===== src/design/ooo_pkg.sv =====
//////////////////////////////////////////////////
// Widths, opcodes and packet types shared by the
// out-of-order integer core slice. Every RTL unit
// pulls these in by a wildcard import in its
// module header.
//////////////////////////////////////////////////

`default_nettype none

package ooo_pkg;

	//////////////////////////////////////////////////
	// Sizes
	//////////////////////////////////////////////////

	// Instructions in flight, equal to the source's credits
	localparam int WINDOW_DEPTH  = 4;
	localparam int XLEN          = 32;
	localparam int NUM_ARCH_REGS = 32;
	// Reorder-buffer index width
	localparam int TAG_W         = $clog2(WINDOW_DEPTH);

	typedef logic [XLEN-1:0]                  word_t;
	typedef logic [31:0]                      inst_t;
	typedef logic [$clog2(NUM_ARCH_REGS)-1:0] arch_reg_t;
	typedef logic [TAG_W-1:0]                 rob_tag_t;

	// RV32I major opcodes still decoded
	localparam logic [6:0] OPC_OP     = 7'b0110011;
	localparam logic [6:0] OPC_OP_IMM = 7'b0010011;

	typedef enum logic [2:0] {
		ALU_ADD,
		ALU_SUB,
		ALU_AND,
		ALU_OR,
		ALU_XOR,
		ALU_SLT
	} alu_op_t;

	//////////////////////////////////////////////////
	// Packets
	//////////////////////////////////////////////////

	// One source operand, value valid once ready is set
	typedef struct packed {
		logic     ready;
		rob_tag_t tag;
		word_t    value;
	} operand_t;

	// Decode to issue queue and reorder buffer
	typedef struct packed {
		logic      valid;
		alu_op_t   op;
		rob_tag_t  tag;
		arch_reg_t rd;
		operand_t  src1;
		operand_t  src2;
		logic      illegal;
	} dispatch_t;

	// Result bus
	typedef struct packed {
		logic     valid;
		rob_tag_t tag;
		word_t    data;
	} cdb_t;

	// In-order retirement, also the credit return
	typedef struct packed {
		logic      valid;
		logic      wr_en;
		arch_reg_t rd;
		word_t     data;
		logic      illegal;
	} commit_t;

	// Capture a broadcast into a waiting operand
	function automatic operand_t snoop_cdb(operand_t op, cdb_t bus);
		operand_t res;
		res = op;
		if (!op.ready && bus.valid && (bus.tag == op.tag)) begin
			res.ready = 1'b1;
			res.value = bus.data;
		end
		return res;
	endfunction

endpackage

`default_nettype wire


===== src/design/alu_execute.sv =====
//////////////////////////////////////////////////
// Single ALU. Computes the issued operation and
// broadcasts result and tag on the result bus
// one cycle after issue.
//////////////////////////////////////////////////

`timescale 1ns/10ps
`default_nettype none

module alu_execute import ooo_pkg::*; (
	input  logic      clock,
	input  logic      rst_n,
	input  dispatch_t issue,
	output cdb_t      cdb
);

	word_t    opa;
	word_t    opb;
	word_t    result;

	// Bus register
	logic     cdb_valid;
	rob_tag_t cdb_tag;
	word_t    cdb_data;

	assign opa = issue.src1.value;
	assign opb = issue.src2.value;

	always_comb begin
		case (issue.op)
			ALU_ADD: result = opa + opb;
			ALU_SUB: result = opa - opb;
			ALU_AND: result = opa & opb;
			ALU_OR:  result = opa | opb;
			ALU_XOR: result = opa ^ opb;
			// Signed compare
			ALU_SLT: result = word_t'($signed(opa) < $signed(opb));
			default: result = '0;
		endcase
	end

	always_ff @(posedge clock or negedge rst_n) begin
		if (!rst_n) begin
			cdb_valid <= 1'b0;
		end else begin
			cdb_valid <= issue.valid;
		end
	end

	always_ff @(posedge clock) begin
		if (issue.valid) begin
			cdb_tag  <= issue.tag;
			cdb_data <= result;
		end
	end

	assign cdb = '{valid: cdb_valid, tag: cdb_tag, data: cdb_data};

endmodule

`default_nettype wire


===== src/design/decode_rename.sv =====
//////////////////////////////////////////////////
// Decode and rename stage. Turns one accepted
// instruction into a registered dispatch packet,
// renaming rd to its reorder-buffer tag and
// collecting each source from the register file,
// the reorder buffer or the result bus.
//////////////////////////////////////////////////

`timescale 1ns/10ps
`default_nettype none

module decode_rename import ooo_pkg::*; (
	input  logic      clock,
	input  logic      rst_n,
	input  logic      inst_valid,
	input  inst_t     inst,
	input  rob_tag_t  alloc_tag,
	input  cdb_t      cdb,
	input  word_t     rf_rs1,
	input  word_t     rf_rs2,
	input  logic      tag_done [2],
	input  word_t     tag_value [2],
	output arch_reg_t rs1,
	output arch_reg_t rs2,
	output rob_tag_t  query_tag [2],
	output dispatch_t dispatch
);

	// Instruction fields
	logic [6:0] opcode;
	logic [2:0] funct3;
	logic [6:0] funct7;
	arch_reg_t  rd;
	word_t      imm_i;

	alu_op_t    op;
	logic       illegal;
	// Destination gets a tag in the alias table
	logic       renames;
	operand_t   src1;
	operand_t   src2;

	// Alias table, valid while a tag will produce the register
	logic [NUM_ARCH_REGS-1:0] alias_valid;
	rob_tag_t                 alias_tag [NUM_ARCH_REGS];

	// Dispatch register
	logic      disp_valid;
	dispatch_t disp_q;

	assign opcode  = inst[6:0];
	assign rd      = inst[11:7];
	assign funct3  = inst[14:12];
	assign rs1     = inst[19:15];
	assign rs2     = inst[24:20];
	assign funct7  = inst[31:25];
	assign imm_i   = {{20{inst[31]}}, inst[31:20]};
	// x0 stays with the register file
	assign renames = !illegal && (rd != '0);

	//////////////////////////////////////////////////
	// Decode
	//////////////////////////////////////////////////

	always_comb begin
		op      = ALU_ADD;
		illegal = 1'b0;
		case (opcode)
			OPC_OP: begin
				case ({funct7, funct3})
					10'b0000000_000: op = ALU_ADD;
					10'b0100000_000: op = ALU_SUB;
					10'b0000000_111: op = ALU_AND;
					10'b0000000_110: op = ALU_OR;
					10'b0000000_100: op = ALU_XOR;
					10'b0000000_010: op = ALU_SLT;
					default:         illegal = 1'b1;
				endcase
			end
			// ADDI only
			OPC_OP_IMM: illegal = (funct3 != 3'b000);
			default:    illegal = 1'b1;
		endcase
	end

	// Register file, finished tag, bus this cycle, else wait
	function automatic operand_t resolve(logic renamed, rob_tag_t tag, word_t rf_val,
		logic done, word_t done_val, cdb_t bus);
		operand_t res;
		if (!renamed)
			res = '{ready: 1'b1, tag: tag, value: rf_val};
		else if (done)
			res = '{ready: 1'b1, tag: tag, value: done_val};
		else
			res = snoop_cdb('{ready: 1'b0, tag: tag, value: '0}, bus);
		return res;
	endfunction

	assign query_tag[0] = alias_tag[rs1];
	assign query_tag[1] = alias_tag[rs2];

	always_comb begin
		src1 = resolve(alias_valid[rs1], alias_tag[rs1], rf_rs1, tag_done[0],
			tag_value[0], cdb);
		if (opcode == OPC_OP_IMM)
			src2 = '{ready: 1'b1, tag: '0, value: imm_i};
		else
			src2 = resolve(alias_valid[rs2], alias_tag[rs2], rf_rs2, tag_done[1],
				tag_value[1], cdb);
	end

	//////////////////////////////////////////////////
	// Alias table and dispatch register
	//////////////////////////////////////////////////

	always_ff @(posedge clock or negedge rst_n) begin
		if (!rst_n) begin
			alias_valid <= '0;
			disp_valid  <= 1'b0;
		end else begin
			disp_valid <= inst_valid;
			if (inst_valid) begin
				// A recycled tag has already committed, drop back to the RF
				for (int r = 0; r < NUM_ARCH_REGS; r++)
					if (alias_tag[r] == alloc_tag)
						alias_valid[r] <= 1'b0;
				if (renames)
					alias_valid[rd] <= 1'b1;
			end
		end
	end

	always_ff @(posedge clock) begin
		if (inst_valid) begin
			if (renames)
				alias_tag[rd] <= alloc_tag;
			disp_q <= '{valid: 1'b1, op: op, tag: alloc_tag, rd: rd,
				src1: src1, src2: src2, illegal: illegal};
		end
	end

	always_comb begin
		dispatch       = disp_q;
		dispatch.valid = disp_valid;
	end

endmodule

`default_nettype wire


===== src/design/issue_queue.sv =====
//////////////////////////////////////////////////
// Issue queue. Holds dispatched ALU instructions
// in age order, wakes waiting operands from the
// result bus and hands the oldest ready entry to
// the ALU, one per cycle.
//////////////////////////////////////////////////

`timescale 1ns/10ps
`default_nettype none

module issue_queue import ooo_pkg::*; (
	input  logic      clock,
	input  logic      rst_n,
	input  dispatch_t dispatch,
	input  cdb_t      cdb,
	output dispatch_t issue
);

	// Slot 0 is always the oldest, entries kept packed toward it
	logic [WINDOW_DEPTH-1:0] slot_valid;
	dispatch_t               slot [WINDOW_DEPTH];

	// Both operands captured
	logic [WINDOW_DEPTH-1:0] ready;
	logic                    issue_fire;
	logic [TAG_W-1:0]        sel;

	// Next-state image after wakeup, removal and append
	logic [WINDOW_DEPTH-1:0] nxt_valid;
	dispatch_t               nxt_slot [WINDOW_DEPTH];

	function automatic dispatch_t wake_entry(dispatch_t e, cdb_t bus);
		dispatch_t res;
		res      = e;
		res.src1 = snoop_cdb(e.src1, bus);
		res.src2 = snoop_cdb(e.src2, bus);
		return res;
	endfunction

	//////////////////////////////////////////////////
	// Select
	//////////////////////////////////////////////////

	always_comb begin
		for (int i = 0; i < WINDOW_DEPTH; i++)
			ready[i] = slot_valid[i] && slot[i].src1.ready && slot[i].src2.ready;
	end

	// Walk down so the lowest ready slot wins
	always_comb begin
		issue_fire = 1'b0;
		sel        = '0;
		for (int i = WINDOW_DEPTH - 1; i >= 0; i--) begin
			if (ready[i]) begin
				issue_fire = 1'b1;
				sel        = TAG_W'(i);
			end
		end
	end

	always_comb begin
		issue       = slot[sel];
		issue.valid = issue_fire;
	end

	//////////////////////////////////////////////////
	// Compact and append
	//////////////////////////////////////////////////

	always_comb begin
		int n;
		n         = 0;
		nxt_valid = '0;
		for (int i = 0; i < WINDOW_DEPTH; i++)
			nxt_slot[i] = slot[i];
		// Survivors shift down over the issued slot
		for (int i = 0; i < WINDOW_DEPTH; i++) begin
			if (slot_valid[i] && !(issue_fire && (sel == TAG_W'(i)))) begin
				nxt_slot[n]  = wake_entry(slot[i], cdb);
				nxt_valid[n] = 1'b1;
				n++;
			end
		end
		// Illegal ops go straight to the reorder buffer
		// Credits keep n below the depth here
		if (dispatch.valid && !dispatch.illegal && (n < WINDOW_DEPTH)) begin
			nxt_slot[n]  = wake_entry(dispatch, cdb);
			nxt_valid[n] = 1'b1;
		end
	end

	always_ff @(posedge clock or negedge rst_n) begin
		if (!rst_n) begin
			slot_valid <= '0;
		end else begin
			slot_valid <= nxt_valid;
		end
	end

	always_ff @(posedge clock) begin
		for (int i = 0; i < WINDOW_DEPTH; i++)
			slot[i] <= nxt_slot[i];
	end

endmodule

`default_nettype wire


===== src/design/ooo_core.sv =====
//////////////////////////////////////////////////
// Top of the out-of-order core slice. Wires decode,
// issue queue, ALU and reorder buffer together.
// The source spends one credit per instruction and
// regains one on every commit.
//////////////////////////////////////////////////

`timescale 1ns/10ps
`default_nettype none

module ooo_core import ooo_pkg::*; (
	input  logic    clock,
	input  logic    rst_n,
	input  logic    inst_valid,
	input  inst_t   inst,
	output commit_t commit
);

	// Decode to back end
	dispatch_t dispatch;
	arch_reg_t rs1;
	arch_reg_t rs2;
	rob_tag_t  query_tag [2];

	// Reorder buffer back to decode
	rob_tag_t  alloc_tag;
	word_t     rf_rs1;
	word_t     rf_rs2;
	logic      tag_done [2];
	word_t     tag_value [2];

	// Issue and result bus
	dispatch_t issue;
	cdb_t      cdb;

	decode_rename u_decode (
		.clock, .rst_n, .inst_valid, .inst, .alloc_tag, .cdb,
		.rf_rs1, .rf_rs2, .tag_done, .tag_value,
		.rs1, .rs2, .query_tag, .dispatch
	);

	issue_queue u_iq (.clock, .rst_n, .dispatch, .cdb, .issue);

	alu_execute u_alu (.clock, .rst_n, .issue, .cdb);

	reorder_buffer u_rob (
		.clock, .rst_n, .dispatch, .cdb, .rs1, .rs2, .query_tag,
		.alloc_tag, .rf_rs1, .rf_rs2, .tag_done, .tag_value, .commit
	);

endmodule

`default_nettype wire


===== src/design/reorder_buffer.sv =====
//////////////////////////////////////////////////
// Reorder buffer with the architectural register
// file. Allocates one entry per dispatch, marks it
// done from the result bus and retires the head in
// program order. Also answers source lookups from
// decode.
//////////////////////////////////////////////////

`timescale 1ns/10ps
`default_nettype none

module reorder_buffer import ooo_pkg::*; (
	input  logic      clock,
	input  logic      rst_n,
	input  dispatch_t dispatch,
	input  cdb_t      cdb,
	input  arch_reg_t rs1,
	input  arch_reg_t rs2,
	input  rob_tag_t  query_tag [2],
	output rob_tag_t  alloc_tag,
	output word_t     rf_rs1,
	output word_t     rf_rs2,
	output logic      tag_done [2],
	output word_t     tag_value [2],
	output commit_t   commit
);

	// Pointers wrap on their own, depth is a power of two
	rob_tag_t                head;
	rob_tag_t                tail;
	logic [TAG_W:0]          count;

	// Done stays set after retirement until the slot is reused
	logic [WINDOW_DEPTH-1:0] done;
	logic [WINDOW_DEPTH-1:0] ent_illegal;
	arch_reg_t               ent_rd [WINDOW_DEPTH];
	word_t                   ent_data [WINDOW_DEPTH];

	word_t                   rf [NUM_ARCH_REGS];
	logic                    head_ready;

	// Tail skips the packet still sitting in the dispatch register
	assign alloc_tag = tail + rob_tag_t'(dispatch.valid);

	//////////////////////////////////////////////////
	// Lookups for decode
	//////////////////////////////////////////////////

	assign rf_rs1 = rf[rs1];
	assign rf_rs2 = rf[rs2];

	// A tag about to be reallocated holds old data
	always_comb begin
		for (int i = 0; i < 2; i++) begin
			tag_done[i]  = done[query_tag[i]] &&
				!(dispatch.valid && (dispatch.tag == query_tag[i]));
			tag_value[i] = ent_data[query_tag[i]];
		end
	end

	//////////////////////////////////////////////////
	// Commit
	//////////////////////////////////////////////////

	assign head_ready = (count != '0) && done[head];

	always_comb begin
		commit.valid   = head_ready;
		commit.wr_en   = head_ready && !ent_illegal[head] && (ent_rd[head] != '0);
		commit.rd      = ent_rd[head];
		commit.data    = ent_data[head];
		commit.illegal = head_ready && ent_illegal[head];
	end

	always_ff @(posedge clock or negedge rst_n) begin
		if (!rst_n) begin
			head  <= '0;
			tail  <= '0;
			count <= '0;
			done  <= '0;
		end else begin
			if (dispatch.valid) begin
				tail <= tail + 1'b1;
				// Illegal entries are finished on arrival
				done[dispatch.tag] <= dispatch.illegal;
			end
			if (cdb.valid)
				done[cdb.tag] <= 1'b1;
			if (head_ready)
				head <= head + 1'b1;
			count <= count + (TAG_W+1)'(dispatch.valid) - (TAG_W+1)'(head_ready);
		end
	end

	// Entry payload
	always_ff @(posedge clock) begin
		if (dispatch.valid) begin
			ent_rd[dispatch.tag]      <= dispatch.rd;
			ent_illegal[dispatch.tag] <= dispatch.illegal;
			ent_data[dispatch.tag]    <= '0;
		end
		if (cdb.valid)
			ent_data[cdb.tag] <= cdb.data;
	end

	// Architectural state starts at zero, x0 never written
	always_ff @(posedge clock or negedge rst_n) begin
		if (!rst_n) begin
			for (int r = 0; r < NUM_ARCH_REGS; r++)
				rf[r] <= '0;
		end else if (commit.wr_en) begin
			rf[commit.rd] <= commit.data;
		end
	end

endmodule

`default_nettype wire


===== config.mk =====
export PLATFORM = sky130hd
export DESIGN_NAME = ooo_core
export DESIGN_NICKNAME = d
export VERILOG_FILES = /design/src/design/ooo_pkg.sv /design/src/design/alu_execute.sv /design/src/design/decode_rename.sv /design/src/design/issue_queue.sv /design/src/design/ooo_core.sv /design/src/design/reorder_buffer.sv
export SDC_FILE = /design/constraint.sdc
export NUM_CORES = 2
export LEC_CHECK = 0
export BUFFER_PORTS_ARGS = -buffer_cell sky130_fd_sc_hd__buf_2
export CAP_MARGIN = 40
export CORE_UTILIZATION = 43
export DETAILED_ROUTE_END_ITERATION = 16
export PLACE_DENSITY = 0.57
export SYNTH_ARGS = -nofsm -noshare
export SYNTH_HDL_FRONTEND = slang
export SYNTH_SLANG_ARGS = --single-unit

===== constraint.sdc =====
create_clock -name clock -period 5.5 [get_ports clock]
set_input_delay 0.55 -clock clock [delete_from_list [all_inputs] [get_ports clock]]
set_output_delay 0.55 -clock clock [all_outputs]
set_load 0.01 [all_outputs]

# Word-level counts from Yosys, hierarchy flattened
# Memory sizes are Yosys's and may differ from the RTL's.
# Cells that the tools add are included.
word_totals:
  reg_bits: 1192
  ram_bits: 540
  in_bits: 35
  elab_cells: 463
  mem_count: 4
mem_list:
  columns: ["memory", "words", "word_bits", "rd", "rd_ports_with_merged_regs", "write_ports", "line", "source"]
  rows:
  - ["u_iq.slot", 4, 82, 5, 0, 4, "issue_queue.sv:21", "dispatch_t slot [WINDOW_DEPTH];"]
  - ["u_rob.ent_data", 4, 32, 3, 0, 2, "reorder_buffer.sv:37", "word_t ent_data [WINDOW_DEPTH];"]
  - ["u_decode.alias_tag", 32, 2, 34, 0, 1, "decode_rename.sv:45", "rob_tag_t alias_tag [NUM_ARCH_REGS];"]
  - ["u_rob.ent_rd", 4, 5, 1, 0, 1, "reorder_buffer.sv:36", "arch_reg_t ent_rd [WINDOW_DEPTH];"]
classes:
  add_sub_neg: 10
  magnitude_cmp: 33
  n_eq_ne: 61
  n_mux: 194
  bitwise_logic: 18
  n_reduce_logical: 90
op_table:
  columns: ["op", "count"]
  rows:
  - ["$bwmux 328", 4]
  - ["$mux 328", 4]
  - ["$mux 32", 34]
  - ["$bwmux 1024", 1]
  - ["$demux 82 s2", 4]
  - ["$mux 82", 4]
  - ["$bmux 32 s5", 2]
  - ["$pmux 32 s6", 1]
  - ["$demux 32 s5", 1]
  - ["$ge 32x3->1 const B", 4]
  - ["$lt 32x1->1 const B", 4]
  - ["$lt 32x4->1 const B", 4]
  - ["$mux 1", 111]
  - ["$ge 32x1->1 const B", 3]
  - ["$not 32->32", 3]
  - ["$eq 2x2->1", 46]
  - ["$mux 71", 1]
  - ["$add 32x2->32 const B", 2]
  - ["$or 32x32->32", 2]
  - ["$logic_and 1x1->1", 61]
  - ["$add 32x32->32", 1]
  - ["$and 32x32->32", 1]
  - ["$lt 32x32->1", 1]
  - ["$not 1->32", 1]
  - ["other kinds (47)", 106]

# Depth between registers and ports, before layout
# An unclocked memory read counts as a cell.
logic_depth:
  ltp_word: 25
  depth_mapped: 23
  mapped_depth_nobuf: 20

# Hierarchy
# From an unflattened synthesis, not the netlist that was laid out.
unflattened:
  hier_cells: 8377
  hier_area_um2: 102752.3
modules_own_cells:
  columns: ["module", "instances", "cells_each", "area_per_inst_um2", "seq_area_each_um2"]
  rows:
  - ["reorder_buffer", 1, 3637, 62474.9, 30464.2]
  - ["issue_queue", 1, 2959, 23677.7, 6586.3]
  - ["decode_rename", 1, 936, 10466.3, 5180.0]
  - ["alu_execute", 1, 845, 6133.4, 1046.0]

# Least setup slack after synthesis
# OpenSTA, ideal clock, no wires.
synth_path:
  kind: "reg-to-reg"
  startpoint: "reg u_iq.slot_valid[1]"
  endpoint: "reg u_alu.cdb_data[25] (data pin)"
  setup_time_ns: 0.265
  arrival_time_ns: 4.457
  required_time_ns: 5.235
  setup_slack_ns: 0.778
  path_stages_with_launch: 20
  cell_sequence: "dfrtp_1 -> buf_2 -> and3_1 -> buf_2 -> o31ai_2 -> clkbuf_1 -> nand2_1 -> and4_1 -> inv_1 -> ha_1 -> nor2_1 -> o311a_1 -> or4_1 -> a311o_1 -> a41o_1 -> a311oi_1 -> o31ai_1 -> a21oi_1 -> a21oi_1 -> or3_1"
synth_via:
  elab_chain_cells: 7
synth_lines:
  columns: ["item", "line", "source"]
  rows:
  - ["from (decl)", "issue_queue.sv:20", "logic [WINDOW_DEPTH-1:0] slot_valid;"]
  - ["from (signal assigned)", "issue_queue.sv:96", "slot_valid <= nxt_valid;"]
  - ["$logic_and 1x1->1 (*) (2 in series)", "issue_queue.sv:46", "ready[i] = slot_valid[i] && slot[i].src1.ready && slot[i].src2.ready;"]
  - ["$mux 2 (*) (2 in series)", "issue_queue.sv:54", "if (ready[i]) begin"]
  - ["$mem_v2 4x82 (*)", null, null]
  - ["$sub 32x32->32 (tied with other cells)", "alu_execute.sv:32", "ALU_SUB: result = opa - opb;"]
  - ["$pmux 32 s6 (*)", "alu_execute.sv:30", "case (issue.op)"]
  - ["to (signal assigned)", "alu_execute.sv:53", "cdb_data <= result;"]
  - ["to (decl)", "alu_execute.sv:24", "word_t cdb_data;"]
# Every way passes the cells marked *; elsewhere a longest branch is shown, timed or not.
# A chain may end at the register's enable or synchronous reset.

# Worst setup path in the final report
layout_path:
  startpoint: "reg u_iq.slot_valid[1]"
  endpoint: "reg u_alu.cdb_data[31] (data pin)"
# Same word-level chain as after synthesis.

==> impl_metrics.json <==
{
  "status": "finished clean",
  "setup_ws_ns": 0.2460,
  "htreeDepth": 4,
  "synth_top_cell_area_share_pct": 27.75,
  "io_pins": 75,
  "min_path_type": "primary input to flip-flop",
  "dieArea_sq_um": 226900,
  "synth_cells": 9488,
  "dr.pass1.iters": 6,
  "hpwl_um": 210000,
  "synth_edf_count": 331,
  "fmax_ghz": 0.1903,
  "cp-end-kind": "flip-flop",
  "overflow": 0,
  "clock_latency_ns": 0.87,
  "die_h_um": 476.3,
  "ys.flop_type": "dfrtp_1",
  "areaGrowthSynthToFinish_pct": 11.09,
  "placed_area_sq_um": 101100,
  "vias_per_cell": 6.330,
  "clk_pin_slew_worst_paths_ns": 0.06,
  "drive_gt1_share_pct": 17.21,
  "routabilityCongestion": 0.8821,
  "numCtsBuffers": 192,
  "crit_arrival_ns": 5.94,
  "max_slew.worst_pin.slew_ns": 1.127,
  "grt_max_degree": 170,
  "ant_nets": 0,
  "leakagePower_nw": 44.15,
  "die_w_um": 476.3,
  "drc": 0,
  "drtIter0Drc": 8626,
  "seqCellArea_sq_um": 42800,
  "maxCapViolCount": 0,
  "whs_ns": 0.06325,
  "rsz0062_at_grt": "false",
  "fin_crit_ns": 5.254,
  "dpl_worst_slack_ns": 0.2085,
  "setup_violations": 0,
  "antenna_found_initial": 13,
  "critPathLaunchType": "flip-flop",
  "start_util_pct": 43.39,
  "port_buffers": 74,
  "cts-root-buf": "clkbuf_16",
  "wl_per_cell_um": 27.73,
  "multi_input_area_sq_um": 50250,
  "vias": 77350,
  "synth-seq-cells": 1704,
  "rows": 173,
  "grt_usage_pct": 29.37,
  "cp.required_ns": 6.19,
  "hold_viol_final": 0,
  "synth.largest_area_cell": "dfrtp_1",
  "synth_area_leaders": "dfrtp_1 (28%), mux4_2 (17%), edfxtp_1 (10%), o21ai_0 (8.0%), nand2_1 (6.6%)",
  "relSlewSlack_pct": 24.85,
  "grt_pass1_wl_um": 505000,
  "ys_seq_area_share_pct": 44.24,
  "tns_ns": 0,
  "finalInstanceArea_sq_um": 107500,
  "clkSinkCount": 1704,
  "synth_area_sq_um": 96740,
  "finalCritPeriodShare_pct": 95.53,
  "drv_slew": 0,
  "finalClockSkew_ns": 0.04647,
  "routed_wl_um": 338900,
  "synth_cell_type_count": 87,
  "crit_fanout": 27,
  "setup.worst_path.class": "flip-flop to flip-flop",
  "core_region_area_sq_um": 223000,
  "grt_pass1_vias": 75940,
  "power_density_nw_per_um2": 580.2,
  "clk_path_buf_depth": 3,
  "peakVddDrop_v": 0.0003585,
  "cts_tree": "yes",
  "nets": 9232,
  "avgSynthCellArea_sq_um": 10.20,
  "fillers": 20430,
  "async_reset_ff_share_pct": 62.97,
  "yosys_warnings": 0,
  "post-cts-setup-buffers": 0
}
[final timing paths]
path                                    startpoint                        to  slack [ns]  depth (start not counted)
worst max-delay path            u_iq.slot_valid[1]        u_alu.cdb_data[31]        0.25                         19
worst min-delay path                      inst[12]     u_decode.dispatch[80]        0.06                          2
worst max register to register  u_iq.slot_valid[1]        u_alu.cdb_data[31]        0.25                         19
worst min register to register      u_rob.rf[1012]            u_rob.rf[1012]        0.39                          0
max in group asynchronous                    rst_n  u_decode.alias_valid[22]        3.72                          3
min in group asynchronous                    rst_n             u_rob.rf[318]        0.25                          2
[worst max-delay path, stage by stage (launching register included)]
cell and delay [ns]:
dfrtp_1 0.47, and3_2 0.29, nor2_1 0.25, nand2_1 0.27
buf_4 0.33, o22ai_1 0.21, nor2_1 0.06, o21a_1 0.14
ha_1 0.37, inv_1 0.14, o311a_1 0.15, or4_1 0.45
a311o_1 0.40, a41o_1 0.32, buf_4 0.17, a311o_1 0.41
a211oi_2 0.19, nor3_1 0.08, mux2_2 0.28, o22ai_1 0.13
[state kept, by name, summed over array words and instances (netlist names)]
register              flops
u_alu.cdb_data           32
u_alu.cdb_tag             2
u_alu.cdb_valid           1
u_decode.alias_tag       64
u_decode.alias_valid     32
u_decode.disp_valid       1
u_decode.dispatch        81
u_iq.slot               300
u_iq.slot_valid           4
u_rob.count               3
u_rob.done                4
u_rob.ent_data          128
u_rob.ent_illegal         4
u_rob.ent_rd             20
u_rob.head                2
u_rob.rf               1024
u_rob.tail                2
[cell families after synthesis]
group	count (synthesis)	synth area share, %
fa+ha+maj	113	1.492
other cells	1	0.003876
flops	1704	44.24
buf+inv	1116	4.524
mux	1198	21.72
compound gates	2528	15.11
xor+xnor	113	1.023
simple gates	2715	11.88
[timing repair]
item                                    CTS  global route
gates resized for setup                   0             4
hold endpoints to repair                 72             0
hold buffers                              6             0
endpoints found under the setup margin    0            10
[placed cells by master (no fill, tap or decap), types with 20 or more instances in the layout]
cell,instances
buf_4,202
a2111oi_0,37
ha_1,107
buf_12,40
o22ai_1,168
nand2_4,37
edfxtp_1,331
xnor2_1,92
a221o_1,35
dfrtp_1,1071
o21ai_0,1519
nor3_1,61
o21a_1,38
clkbuf_16,196
xor2_1,20
inv_1,151
mux2_2,81
nand3_1,205
buf_16,34
clkbuf_8,43
nor2_1,423
clkinv_2,31
a31oi_1,27
clkbuf_1,63
a211o_1,25
a211oi_1,29
a21boi_0,25
mux4_2,713
a21o_1,44
nor3b_1,23
o21ai_2,33
dfxtp_1,300
buf_2,67
o211ai_1,156
a21oi_1,240
mux2i_1,404
and4_1,33
and2_1,134
nand2_1,1669
[synth_stat cells, drive strengths merged, types with 38 or more instances]
| cell | number |
|---|---|
| nor2 | 430 |
| xnor2 | 92 |
| o21ai | 1564 |
| inv | 155 |
| o22ai | 169 |
| nor3 | 63 |
| mux2 | 81 |
| edfxtp | 331 |
| and2 | 135 |
| dfrtp | 1073 |
| a21o | 44 |
| o211ai | 157 |
| a21oi | 242 |
| clkbuf | 781 |
| buf | 179 |
| dfxtp | 300 |
| mux4 | 713 |
| o21a | 38 |
| mux2i | 404 |
| nand3 | 207 |
| nand2 | 1707 |
| ha | 109 |
[final cells by class]
cell class | instances | area share [%]
clock inverters | 51 | 0.5227
clock buffers | 302 | 5.334
multi-input cells | 6669 | 46.76
repair buffers | 361 | 3.541
diodes | 1 | 0.002328
flip-flops and latches | 1704 | 39.83
well taps | 2975 | 3.463
inverters | 156 | 0.5530
[layer usage]
metal  track usage, %  up-vias  share of wire [%]
met5                0        -             0.0059
met4            10.23        2                3.5
met3            5.179      750                8.4
met2            46.66     3807                 46
met1            40.44    39050                 42
li1                 -    33740                  -
[stage by stage]
| step | power (mW) | instances | util [%] |
|---|---|---|---|
| floorplan | 38.59 | 9489 | - |
| finish | 62.36 | 12220 | 48.21 |
| CTS | 61.88 | 12220 | 48.18 |
| global placement | 47.61 | 11800 | 44.79 |
| detailed placement | 48.83 | 11860 | 45.33 |
| global route | 65.81 | 12220 | 48.21 |
[report_power, final]
part / total (mW) / leakage, nW / internal, mW / switching (mW)
Sequential: 21.6 / 20.1 / 17.7 / 3.95
Clock: 13.0 / 3.09 / 7.40 / 5.57
Combinational: 27.8 / 21.0 / 11.0 / 16.7
Note: power is estimated with default switching activity, not from simulation.
